===== config.mk =====
export PLATFORM = sky130hd
export DESIGN_NAME = hdc_encoder_top
export DESIGN_NICKNAME = d
export VERILOG_FILES = /design/src/hdl/hdc_pkg.sv /design/src/hdl/hdc_csr.sv /design/src/hdl/im_fetcher.sv /design/src/hdl/im_shared_mem.sv /design/src/hdl/hv_bundler.sv /design/src/hdl/hdc_encoder_top.sv
export SDC_FILE = /design/constraint.sdc
export NUM_CORES = 2
export LEC_CHECK = 0
export BUFFER_PORTS_ARGS = -buffer_cell sky130_fd_sc_hd__buf_2
export CAP_MARGIN = 30
export CORE_MARGIN = 5
export CORE_UTILIZATION = 41
export DETAILED_ROUTE_END_ITERATION = 6
export GPL_TIMING_DRIVEN = 0
export PLACE_DENSITY_LB_ADDON = 0.3
export SLEW_MARGIN = 40
export SYNTH_ARGS = -nofsm -noshare
export SYNTH_HDL_FRONTEND = slang
export SYNTH_HIERARCHICAL = 1
export SYNTH_SLANG_ARGS = --single-unit

===== constraint.sdc =====
create_clock -name clk_i -period 20.5 [get_ports clk_i]
set_clock_uncertainty 0.05 [all_clocks]
set_input_delay 2.05 -clock clk_i [delete_from_list [all_inputs] [get_ports clk_i]]
set_output_delay 2.05 -clock clk_i [all_outputs]
set_load 0.01 [all_outputs]

===== src/hdl/hdc_pkg.sv =====
/*
 * Shared sizes, types and the host register map of the HDC encoder.
 * Every RTL block takes these by a wildcard import in its header.
 */
`default_nettype none

package hdc_pkg;

  // --------------------------------------------------
  // Sizes
  // --------------------------------------------------
  localparam int unsigned HV_DIM     = 32;
  localparam int unsigned IM_DEPTH   = 16;
  localparam int unsigned IM_ADDR_W  = 4;
  localparam int unsigned COUNT_W    = 8;
  localparam int unsigned CSR_ADDR_W = 8;
  localparam int unsigned CSR_DATA_W = 32;

  typedef logic [HV_DIM-1:0]     hv_t;
  typedef logic [IM_ADDR_W-1:0]  im_addr_t;
  typedef logic [COUNT_W-1:0]    count_t;
  typedef logic [CSR_DATA_W-1:0] csr_data_t;
  typedef logic [CSR_ADDR_W-1:0] csr_addr_t;

  // --------------------------------------------------
  // Register map, word addresses
  // --------------------------------------------------
  localparam csr_addr_t REG_CTRL      = 8'h00;
  localparam csr_addr_t REG_NUM_ITEMS = 8'h01;
  localparam csr_addr_t REG_BASE_A    = 8'h02;
  localparam csr_addr_t REG_BASE_B    = 8'h03;
  localparam csr_addr_t REG_STATUS    = 8'h04;
  localparam csr_addr_t REG_RESULT    = 8'h05;

  // Item k lives at IM_WIN_BASE + k
  localparam csr_addr_t IM_WIN_BASE   = 8'h10;

  // Bit positions inside CTRL and STATUS
  localparam int unsigned CTRL_START_BIT  = 0;
  localparam int unsigned STATUS_BUSY_BIT = 0;
  localparam int unsigned STATUS_DONE_BIT = 1;

endpackage

`default_nettype wire


===== src/hdl/hdc_csr.sv =====
/*
 * Host register block of the HDC encoder.
 * Single-cycle write and read strobes, read data one cycle later.
 * Holds the run settings, turns CTRL writes into a start strobe
 * and forwards item-memory window writes one cycle after the strobe.
 */
`default_nettype none

module hdc_csr import hdc_pkg::*; (
  input  logic      clk_i,
  input  logic      rst_i,
  input  logic      csr_we_i,
  input  logic      csr_re_i,
  input  csr_addr_t csr_addr_i,
  input  csr_data_t csr_wdata_i,
  input  logic      busy_i,
  input  logic      done_i,
  input  hv_t       result_i,
  output csr_data_t csr_rdata_o,
  output logic      csr_rvalid_o,
  output logic      start_req_o,
  output count_t    num_items_o,
  output im_addr_t  base_a_o,
  output im_addr_t  base_b_o,
  output logic      im_wr_en_o,
  output im_addr_t  im_wr_addr_o,
  output hv_t       im_wr_data_o
);

  logic      win_hit;
  csr_data_t rdata_d;

  // Upper address bits select the 16-entry window
  assign win_hit = (csr_addr_i[CSR_ADDR_W-1:IM_ADDR_W] ==
                    IM_WIN_BASE[CSR_ADDR_W-1:IM_ADDR_W]);

  // --------------------------------------------------
  // Run settings
  // --------------------------------------------------
  always_ff @(posedge clk_i) begin
    if (rst_i) begin
      num_items_o <= '0;
      base_a_o    <= '0;
      base_b_o    <= '0;
    end else if (csr_we_i) begin
      case (csr_addr_i)
        REG_NUM_ITEMS: num_items_o <= csr_wdata_i[COUNT_W-1:0];
        REG_BASE_A:    base_a_o    <= csr_wdata_i[IM_ADDR_W-1:0];
        REG_BASE_B:    base_b_o    <= csr_wdata_i[IM_ADDR_W-1:0];
        default: ;
      endcase
    end
  end

  // One-cycle strobes
  always_ff @(posedge clk_i) begin
    if (rst_i) begin
      start_req_o  <= 1'b0;
      im_wr_en_o   <= 1'b0;
      csr_rvalid_o <= 1'b0;
    end else begin
      start_req_o  <= csr_we_i && (csr_addr_i == REG_CTRL) && csr_wdata_i[CTRL_START_BIT];
      im_wr_en_o   <= csr_we_i && win_hit;
      csr_rvalid_o <= csr_re_i;
    end
  end

  // --------------------------------------------------
  // Read mux, unmapped addresses give zero
  // --------------------------------------------------
  always_comb begin
    rdata_d = '0;
    case (csr_addr_i)
      REG_NUM_ITEMS: rdata_d = csr_data_t'(num_items_o);
      REG_BASE_A:    rdata_d = csr_data_t'(base_a_o);
      REG_BASE_B:    rdata_d = csr_data_t'(base_b_o);
      REG_STATUS: begin
        rdata_d[STATUS_BUSY_BIT] = busy_i;
        rdata_d[STATUS_DONE_BIT] = done_i;
      end
      REG_RESULT:    rdata_d = result_i;
      default: ;
    endcase
  end

  always_ff @(posedge clk_i) begin
    im_wr_addr_o <= csr_addr_i[IM_ADDR_W-1:0];
    im_wr_data_o <= csr_wdata_i;
    if (csr_re_i) begin
      csr_rdata_o <= rdata_d;
    end
  end

endmodule

`default_nettype wire


===== src/hdl/im_fetcher.sv =====
/*
 * Item-memory address walker with a one-entry holding register.
 * Loads base and count on run_start, then requests one address at a
 * time while the holding register is empty. Used for port A and B.
 */
`default_nettype none

module im_fetcher import hdc_pkg::*; (
  input  logic     clk_i,
  input  logic     rst_i,
  input  logic     run_start_i,
  input  im_addr_t base_i,
  input  count_t   num_items_i,
  input  logic     gnt_i,
  input  logic     rvalid_i,
  input  hv_t      rdata_i,
  input  logic     pop_i,
  output logic     req_o,
  output im_addr_t addr_o,
  output hv_t      hv_o,
  output logic     full_o
);

  count_t left_q;
  logic   pending_q;

  // Held until granted, addr only moves on a grant
  assign req_o = !full_o && !pending_q && (left_q != '0);

  always_ff @(posedge clk_i) begin
    if (rst_i) begin
      left_q    <= '0;
      addr_o    <= '0;
      pending_q <= 1'b0;
      full_o    <= 1'b0;
    end else begin
      if (run_start_i) begin
        left_q <= num_items_i;
        addr_o <= base_i;
      end else if (gnt_i) begin
        left_q <= left_q - count_t'(1);
        addr_o <= (addr_o == im_addr_t'(IM_DEPTH - 1)) ? '0 : addr_o + im_addr_t'(1);
      end
      if (gnt_i) begin
        pending_q <= 1'b1;
      end else if (rvalid_i) begin
        pending_q <= 1'b0;
      end
      // rvalid and pop never meet, a read is only issued when empty
      if (rvalid_i) begin
        full_o <= 1'b1;
      end else if (pop_i) begin
        full_o <= 1'b0;
      end
    end
  end

  always_ff @(posedge clk_i) begin
    if (rvalid_i) begin
      hv_o <= rdata_i;
    end
  end

endmodule

`default_nettype wire


===== src/hdl/im_shared_mem.sv =====
/*
 * Item memory shared by the host writer and the two fetchers.
 * One access per cycle: a host write always wins, the fetchers
 * share what is left round-robin. Read data and the rvalid of the
 * granted port come one cycle after the grant.
 */
`default_nettype none

module im_shared_mem import hdc_pkg::*; (
  input  logic     clk_i,
  input  logic     rst_i,
  input  logic     wr_en_i,
  input  im_addr_t wr_addr_i,
  input  hv_t      wr_data_i,
  input  logic     a_req_i,
  input  im_addr_t a_addr_i,
  input  logic     b_req_i,
  input  im_addr_t b_addr_i,
  output logic     a_gnt_o,
  output logic     a_rvalid_o,
  output logic     b_gnt_o,
  output logic     b_rvalid_o,
  output hv_t      rdata_o
);

  hv_t      mem_q [IM_DEPTH];
  logic     last_b_q;
  im_addr_t rd_addr;

  // --------------------------------------------------
  // Arbiter
  // --------------------------------------------------
  // On a tie the port that was not granted last goes first
  assign a_gnt_o = !wr_en_i && a_req_i && (!b_req_i || last_b_q);
  assign b_gnt_o = !wr_en_i && b_req_i && (!a_req_i || !last_b_q);

  assign rd_addr = a_gnt_o ? a_addr_i : b_addr_i;

  always_ff @(posedge clk_i) begin
    if (rst_i) begin
      last_b_q   <= 1'b0;
      a_rvalid_o <= 1'b0;
      b_rvalid_o <= 1'b0;
    end else begin
      a_rvalid_o <= a_gnt_o;
      b_rvalid_o <= b_gnt_o;
      if (a_gnt_o) begin
        last_b_q <= 1'b0;
      end else if (b_gnt_o) begin
        last_b_q <= 1'b1;
      end
    end
  end

  // --------------------------------------------------
  // Storage
  // --------------------------------------------------
  always_ff @(posedge clk_i) begin
    if (wr_en_i) begin
      mem_q[wr_addr_i] <= wr_data_i;
    end
  end

  // Single read port, shared by both fetchers
  always_ff @(posedge clk_i) begin
    if (a_gnt_o || b_gnt_o) begin
      rdata_o <= mem_q[rd_addr];
    end
  end

endmodule

`default_nettype wire


===== src/hdl/hv_bundler.sv =====
/*
 * Run sequencer and bundler.
 * Accepts a start when idle with a non-zero item count, pops one A/B
 * pair whenever both fetchers are full, binds it by XOR and counts
 * ones per bit. After the last pair each bit is set by strict
 * majority and the query vector is strobed for one cycle.
 */
`default_nettype none

module hv_bundler import hdc_pkg::*; (
  input  logic   clk_i,
  input  logic   rst_i,
  input  logic   start_req_i,
  input  count_t num_items_i,
  input  hv_t    a_hv_i,
  input  logic   a_full_i,
  input  hv_t    b_hv_i,
  input  logic   b_full_i,
  output logic   run_start_o,
  output logic   pop_o,
  output logic   busy_o,
  output logic   done_o,
  output hv_t    qhv_o,
  output logic   qhv_valid_o
);

  count_t cnt_q [HV_DIM];
  count_t cnt_d [HV_DIM];
  count_t items_q;
  count_t left_q;
  hv_t    bind_hv;
  hv_t    majority;
  logic   last_pop;

  assign run_start_o = start_req_i && !busy_o && (num_items_i != '0);
  assign pop_o       = busy_o && a_full_i && b_full_i;
  assign last_pop    = pop_o && (left_q == count_t'(1));
  assign bind_hv     = a_hv_i ^ b_hv_i;

  // --------------------------------------------------
  // Bundle counters and threshold
  // --------------------------------------------------
  // Threshold looks at the updated counts so the result is ready
  // at the edge that takes the last pair
  always_comb begin
    for (int i = 0; i < HV_DIM; i++) begin
      cnt_d[i]    = cnt_q[i] + count_t'(bind_hv[i]);
      majority[i] = ({cnt_d[i], 1'b0} > {1'b0, items_q});
    end
  end

  always_ff @(posedge clk_i) begin
    if (rst_i || run_start_o) begin
      for (int i = 0; i < HV_DIM; i++) begin
        cnt_q[i] <= '0;
      end
    end else if (pop_o) begin
      for (int i = 0; i < HV_DIM; i++) begin
        cnt_q[i] <= cnt_d[i];
      end
    end
  end

  // --------------------------------------------------
  // Run control
  // --------------------------------------------------
  always_ff @(posedge clk_i) begin
    if (rst_i) begin
      busy_o      <= 1'b0;
      done_o      <= 1'b0;
      qhv_valid_o <= 1'b0;
      items_q     <= '0;
      left_q      <= '0;
    end else begin
      qhv_valid_o <= last_pop;
      if (run_start_o) begin
        busy_o  <= 1'b1;
        done_o  <= 1'b0;
        items_q <= num_items_i;
        left_q  <= num_items_i;
      end else if (pop_o) begin
        left_q <= left_q - count_t'(1);
        if (last_pop) begin
          busy_o <= 1'b0;
          done_o <= 1'b1;
        end
      end
    end
  end

  // Result stays readable until the next run ends
  always_ff @(posedge clk_i) begin
    if (last_pop) begin
      qhv_o <= majority;
    end
  end

endmodule

`default_nettype wire


===== src/hdl/hdc_encoder_top.sv =====
/*
 * Top level of the HDC encoder.
 * Joins the register block, both fetchers, the shared item memory
 * and the bundler. Only wires live here.
 */
`default_nettype none

module hdc_encoder_top import hdc_pkg::*; (
  input  logic      clk_i,
  input  logic      rst_i,
  input  logic      csr_we_i,
  input  logic      csr_re_i,
  input  csr_addr_t csr_addr_i,
  input  csr_data_t csr_wdata_i,
  output csr_data_t csr_rdata_o,
  output logic      csr_rvalid_o,
  output hv_t       qhv_o,
  output logic      qhv_valid_o
);

  // --------------------------------------------------
  // Internal wires
  // --------------------------------------------------
  logic     start_req, run_start, pop, busy, done;
  count_t   num_items;
  im_addr_t base_a, base_b;
  logic     im_wr_en;
  im_addr_t im_wr_addr;
  hv_t      im_wr_data, im_rdata;
  // Fetch ports
  logic     a_req, a_gnt, a_rvalid, a_full;
  logic     b_req, b_gnt, b_rvalid, b_full;
  im_addr_t a_addr, b_addr;
  hv_t      a_hv, b_hv;

  hdc_csr u_csr (
    .clk_i        ( clk_i        ), .rst_i        ( rst_i        ),
    .csr_we_i     ( csr_we_i     ), .csr_re_i     ( csr_re_i     ),
    .csr_addr_i   ( csr_addr_i   ), .csr_wdata_i  ( csr_wdata_i  ),
    .busy_i       ( busy         ), .done_i       ( done         ),
    .result_i     ( qhv_o        ), .csr_rdata_o  ( csr_rdata_o  ),
    .csr_rvalid_o ( csr_rvalid_o ), .start_req_o  ( start_req    ),
    .num_items_o  ( num_items    ), .base_a_o     ( base_a       ),
    .base_b_o     ( base_b       ), .im_wr_en_o   ( im_wr_en     ),
    .im_wr_addr_o ( im_wr_addr   ), .im_wr_data_o ( im_wr_data   )
  );

  im_fetcher u_fetch_a (
    .clk_i ( clk_i ), .rst_i ( rst_i ), .run_start_i ( run_start ),
    .base_i ( base_a ), .num_items_i ( num_items ), .gnt_i ( a_gnt ),
    .rvalid_i ( a_rvalid ), .rdata_i ( im_rdata ), .pop_i ( pop ),
    .req_o ( a_req ), .addr_o ( a_addr ), .hv_o ( a_hv ), .full_o ( a_full )
  );

  im_fetcher u_fetch_b (
    .clk_i ( clk_i ), .rst_i ( rst_i ), .run_start_i ( run_start ),
    .base_i ( base_b ), .num_items_i ( num_items ), .gnt_i ( b_gnt ),
    .rvalid_i ( b_rvalid ), .rdata_i ( im_rdata ), .pop_i ( pop ),
    .req_o ( b_req ), .addr_o ( b_addr ), .hv_o ( b_hv ), .full_o ( b_full )
  );

  im_shared_mem u_mem (
    .clk_i ( clk_i ), .rst_i ( rst_i ), .wr_en_i ( im_wr_en ),
    .wr_addr_i ( im_wr_addr ), .wr_data_i ( im_wr_data ),
    .a_req_i ( a_req ), .a_addr_i ( a_addr ), .b_req_i ( b_req ), .b_addr_i ( b_addr ),
    .a_gnt_o ( a_gnt ), .a_rvalid_o ( a_rvalid ), .b_gnt_o ( b_gnt ),
    .b_rvalid_o ( b_rvalid ), .rdata_o ( im_rdata )
  );

  hv_bundler u_bundler (
    .clk_i ( clk_i ), .rst_i ( rst_i ), .start_req_i ( start_req ),
    .num_items_i ( num_items ), .a_hv_i ( a_hv ), .a_full_i ( a_full ),
    .b_hv_i ( b_hv ), .b_full_i ( b_full ), .run_start_o ( run_start ),
    .pop_o ( pop ), .busy_o ( busy ), .done_o ( done ),
    .qhv_o ( qhv_o ), .qhv_valid_o ( qhv_valid_o )
  );

endmodule

`default_nettype wire


==> Word level (Yosys, flattened, before mapping) <==
Memories as Yosys holds them, arrays and structs flattened. A register that Yosys moved wholly into a read port is not among the register bits.
Index checks and enable logic that the tools add are counted.
{ "word_totals": {"regBits": 233, "latchBits": 0, "ramBits": 768, "rom_bits": 0, "word_cells": 253, "mem_count": 2} }
{ "mem_list": {"columns": ["memory", "words", "width", "rd", "rd_ports_with_merged_regs", "wr", "line_no", "text"], "rows": [
  ["u_mem.mem_q", 16, 32, 1, 1, 1, "im_shared_mem.sv:26", "hv_t mem_q [IM_DEPTH];"],
  ["u_bundler.cnt_q", 32, 8, 32, 0, 32, "hv_bundler.sv:27", "count_t cnt_q [HV_DIM];"]
]} }
{ "op_classes": {"n_addsub": 37, "multipliers": 0, "div_mod_pow": 0, "magnitude_cmp": 32, "eq_ne": 9, "shift": 0, "n_mux": 64, "bitwise_logic": 33, "reduce_logical": 48} }
{ "ops": {"columns": ["op", "count"], "rows": [
  ["two-way mux 8 bit", 38],
  ["> comparator 9 x 8 -> 1 bit", 32],
  ["adder 8 x 1 -> 8 bit", 32],
  ["one-hot mux 30 bit (4 select lines)", 1],
  ["bitwise OR 1 bit", 32],
  ["bitwise XOR 32 bit", 1],
  ["two-way mux 4 bit", 7],
  ["nonzero test 8 bit", 3],
  ["subtractor 8 x 1 -> 8 bit, second input constant", 3],
  ["two-way mux 1 bit", 17],
  ["equality test 8 x 1 -> 1 bit, second input constant", 2],
  ["equality test 8 x 2 -> 1 bit, second input constant", 2],
  ["equality test 8 x 3 -> 1 bit, second input constant", 2],
  ["logical AND 1 bit", 16],
  ["nonzero test 2 bit", 8],
  ["one-hot mux 2 bit (5 select lines)", 1],
  ["AND reduction 2 bit", 5],
  ["zero test 1 bit", 9],
  ["adder 4 x 1 -> 4 bit, second input constant", 2],
  ["equality test 4 bit, second input constant", 2],
  ["zero test 8 bit", 1],
  ["equality test 4 x 1 -> 1 bit, second input constant", 1],
  ["logical OR 1 bit", 4],
  ["OR reduction 2 bit", 2]
]} }

==> Depth between registers and ports, before layout <==
{ "logic_depth": {"word_depth": 8, "mapped_depth": 12} }

==> Hierarchy <==
Netlist, hierarchy kept.
{ "modules_own_cells": {"columns": ["module", "n_inst", "cells_per_inst", "area_each_um2", "seq_area_each_um2"], "rows": [
  ["im_shared_mem", 1, 2123, 25255.5, 16395.7],
  ["hv_bundler", 1, 1852, 20372.0, 9028.7],
  ["im_fetcher", 2, 123, 1729.2, 1241.2],
  ["hdc_csr", 1, 198, 2884.0, 2062.0]
]} }

==> Worst setup path before layout <==
OpenSTA, ideal clock, no wires.
{ "synth_path": {"path_kind": "input to register", "start": "in rst_i", "end": "mem u_bundler/cnt_q[0][0] (netlist bit) (enable)", "setup_time_ns": 1.971, "arrival_time_ns": 6.517, "required_ns": 18.479, "setup_slack_ns": 11.962, "path_stages": 3, "path_buffers": 1, "path_cell_list": "nor2_8 clkbuf_2 nand2_1"} }
{ "synth_rtl": {"columns": ["element", "line_no", "text"], "rows": [
  ["start: declaration", "hdc_encoder_top.sv:10", "input logic rst_i,"],
  ["end: declaration", "hv_bundler.sv:27", null]
]} }

==> Worst setup path after layout <==
{ "layout_path": {"start": "reg u_fetch_a.left_q[0]", "end": "reg u_mem.rdata_o[21] (read register of u_mem.mem_q) (data pin)"} }
{ "layout_between": {"elab_chain_len": 6, "word_cells_on_any_way": 9, "cone_classes": "1 x mux; 8 x reduce/logical"} }
{ "layout_rtl": {"columns": ["element", "line_no", "text"], "rows": [
  ["start: declaration", "im_fetcher.sv:24", "count_t left_q;"],
  ["start signal: assignment", "im_fetcher.sv:38", "left_q <= num_items_i;"],
  ["start signal: assignment", "im_fetcher.sv:41", "left_q <= left_q - count_t'(1);"],
  ["nonzero test 8 bit (*)", "im_fetcher.sv:28", "assign req_o = !full_o && !pending_q && (left_q != '0);"],
  ["logical AND 1 bit (*)", "im_fetcher.sv:28", null],
  ["named net a_req", "hdc_encoder_top.sv:31", "logic a_req, a_gnt, a_rvalid, a_full;"],
  ["zero test 1 bit", "im_shared_mem.sv:35", "assign b_gnt_o = !wr_en_i && b_req_i && (!a_req_i || !last_b_q);"],
  ["logical OR 1 bit", "im_shared_mem.sv:35", null],
  ["logical AND 1 bit", "im_shared_mem.sv:35", null],
  ["logical OR 1 bit", "im_shared_mem.sv:66", "if (a_gnt_o || b_gnt_o) begin"],
  ["end: declaration", "im_shared_mem.sv:23", "output hv_t rdata_o"]
]} }
Mark *: on every way through the listed nets, which the timed path passes. The rest lies on a longest branch.
A chain may end at the register's enable or synchronous reset.

==> reports/metrics.cfg <==
[status]
status=complete, no violations

[layout]
syn2layout_area_growth_pct=14.6
layout.nets=5093
postLayoutCoreUtil=0.473
drive_gt1_frac=0.102
layout_common_cells=edfxtp_1, nand2_1, nand2b_1
layout_commonest_cell=edfxtp_1
fillCellCount=11200
fin_cells=6491

[setup_path]
cp.arrival_ps=5230
cp.required_ps=20890
critPathLaunchType=flop
slowest_stage=a221oi_2
crit_chain=inv_1 -> ha_1 -> nor4b_1 -> a211oi_1 -> nor2b_2 -> buf_2 -> nand2_1 -> a221oi_2 -> clkbuf_1 -> a32oi_1 -> and4_1
critical-path-top-delay-family=compound AO/OA/AOI/OAI gates
cp-end-kind=flop
path_buf_inv=3
critPathKind=reg2reg
slowest_delay_ps=760
cp_max_fo=10

[job]
maxCapViolCount=0

[yosys]
syn_inst=4419
ys_seq_area_frac=0.577
yosys_register_bits=1033
async_flop_share=0
synth_cell_types=66
synth_warnings=6
synth_nets=4767
ys.flop_type=edfxtp_1
postSynthAreaPerCell_sq_um=11.8
synth-edff-count=928
syn_area_sq_um=52000

[timing]
rsz0062_at_grt=false
setup_viol=0
min_period_ps=4850
finalMaxSlewViolations=0
max_slew_margin=0.373
clock.fmax_mhz=206
final-hold-violation-count=0
worstMarginPinSlew_ps=941
setup_tns_ps=0
fin_crit_sh=0.236

[clock_tree]
clk_pin_slew_ps=60
post-cts-setup-buffers=0
cts.sink_count=1033
root_buffer=clkbuf_16
cts_buffer_depth=3
cts_inserted_buffers=114
clock_latency_ps=740
hold_buffers=0
h-tree-depth=3
cts-resized-gates=0
cts_tree=done

[die]
dieHeight_um=366
io_pins=110
dieArea_sq_um=134000
die_x_um=366
core-area_sq_um=126000
initial_core_util=0.413
num_rows=130

[placed_design]
hpwlAfterDp_mm=105
port_buffers=109
numPlacedInstances=6279
gp_congestion=0.883

[power_and_ir_drop]
power_frac_comb=0.369
p_int_uw=4560
seq_power_share=0.356
powerDensity_nw_per_um2=125
p_sw_uw=2880
swShare=0.387
p_clk_frac=0.275
total_power_uw=7440
peakVddDrop_v=0.000124
p_leak_uw=0.0212

[route]
firstDrtPassIters=6
wl_met3_mm=12.7
wl_per_cell_um=23.5
drt-total-wl_mm=152
vias=37800
via_per_inst=5.82
highest_layer=met5
drtIter0Drc=3791
wl_met2_mm=70.7
route.detailed.drc=0
antenna_left=0
m1WireLength_mm=61.8

[global_routing]
track_usage=0.219
grt_pass1_vias=36900
antenna_found_initial=12
grt_max_degree=42
grt_pass1_wl_mm=227
grt-ovfl-total=0

[hold_path]
hp-class=reg2reg

==> layout make-up <==
cell class                 instances  area, sq um  share of cell area
inverter                          40          170             0.00286
multi-input combinational       3093        20900               0.352
buffer                           253         1060              0.0178
clock buffer                     147         3110              0.0522
clock inverter                    63          604              0.0102
sequential                      1033        30000               0.503
tap                             1650         2060              0.0347
antenna                            2         5.00           0.0000841
timing repair buffer             210         1610              0.0270
==> per-layer routing <==
layer,vias up,GRT usage
li1,17200,-
met1,18600,0.286
met2,1615,0.358
met3,382,0.0429
met4,4,0.0947
met5,-,0
==> sequential cells by signal, summed over array words and instances, names as in the netlist, 4 cells and up <==
| register | flops |
|---|---|
| u_csr/num_items_o | 8 |
| u_fetch_b/left_q | 8 |
| u_fetch_a/addr_o | 4 |
| u_csr/base_a_o | 4 |
| u_bundler/qhv_o | 32 |
| u_fetch_a/left_q | 8 |
| u_bundler/items_q | 8 |
| u_csr/im_wr_data_o | 32 |
| u_mem/mem_q | 512 |
| u_fetch_b/hv_o | 32 |
| u_bundler/left_q | 8 |
| u_csr/csr_rdata_o | 32 |
| u_mem/rdata_o | 32 |
| u_fetch_a/hv_o | 32 |
| u_csr/base_b_o | 4 |
| u_bundler/cnt_q | 256 |
| u_fetch_b/addr_o | 4 |
| u_csr/im_wr_addr_o | 4 |
==> worst reg2reg max path, stage by stage (launching register included) <==
cell and delay (ps):
dfxtp_1 400, inv_1 80, ha_1 200, nor4b_1 150
a211oi_1 660, nor2b_2 310, buf_2 280, nand2_1 290
a221oi_2 770, clkbuf_1 730, a32oi_1 280, and4_1 340
==> through the flow <==
stage	worst slack (ps)	hold WS [ps]	instance area [sq um]
2_1_floorplan	11960	371	52000
3_3_place_gp	7980	373	54600
3_5_place_dp	15830	380	55800
4_1_cts	15820	394	59500
5_1_grt	15550	400	59500
6_report	15650	393	59500
==> cells by family after synthesis <==
family | count (synthesis) | share of synthesized area
simple gates | 1739 | 0.176
xor+xnor | 239 | 0.0403
flops | 1033 | 0.577
buf+inv | 293 | 0.0228
fa+ha+maj | 304 | 0.0732
mux | 26 | 0.00508
compound gates | 785 | 0.106
==> power groups by stage <==
stage | Combinational [uW] | Clock, uW | Sequential, uW
after CTS | 2660 | 2090 | 2650
final | 2740 | 2050 | 2640
after detailed placement | 2640 | 0 | 2690
after global routing | 2920 | 2170 | 2660
after floorplan | 1640 | 0 | 2660
after global placement | 2580 | 0 | 2700
==> synthesized netlist by cell type (35+ instances only) <==
master | number | area (sq um)
edfxtp_1 | 928 | 27900
xnor2_1 | 104 | 911
a22oi_1 | 133 | 998
clkbuf_1 | 201 | 754
nor2_1 | 261 | 980
nor3_1 | 68 | 340
o21ai_0 | 183 | 916
dfxtp_1 | 105 | 2100
and4_1 | 38 | 333
xor2_1 | 135 | 1180
nand4_1 | 61 | 382
nand2_1 | 392 | 1470
nor4_1 | 35 | 219
inv_1 | 39 | 146
a211oi_1 | 156 | 1170
a32oi_1 | 128 | 1120
a21oi_1 | 65 | 325
nand3_1 | 210 | 1050
ha_1 | 304 | 3800
nand2b_1 | 306 | 1910
and2_1 | 271 | 1700
==> worst paths after layout <==
check / startpoint / end / slack, ps / cells after the start
max: u_fetch_a/left_q[0] / u_mem/rdata_o[21] / 15650 / 11
max reg2reg: u_fetch_a/left_q[0] / u_mem/rdata_o[21] / 15650 / 11
min: u_mem/rdata_o[23] / u_fetch_a/hv_o[23] / 390 / 0
min reg2reg: u_mem/rdata_o[23] / u_fetch_a/hv_o[23] / 390 / 0
Note: power is estimated with default switching activity, not from simulation.
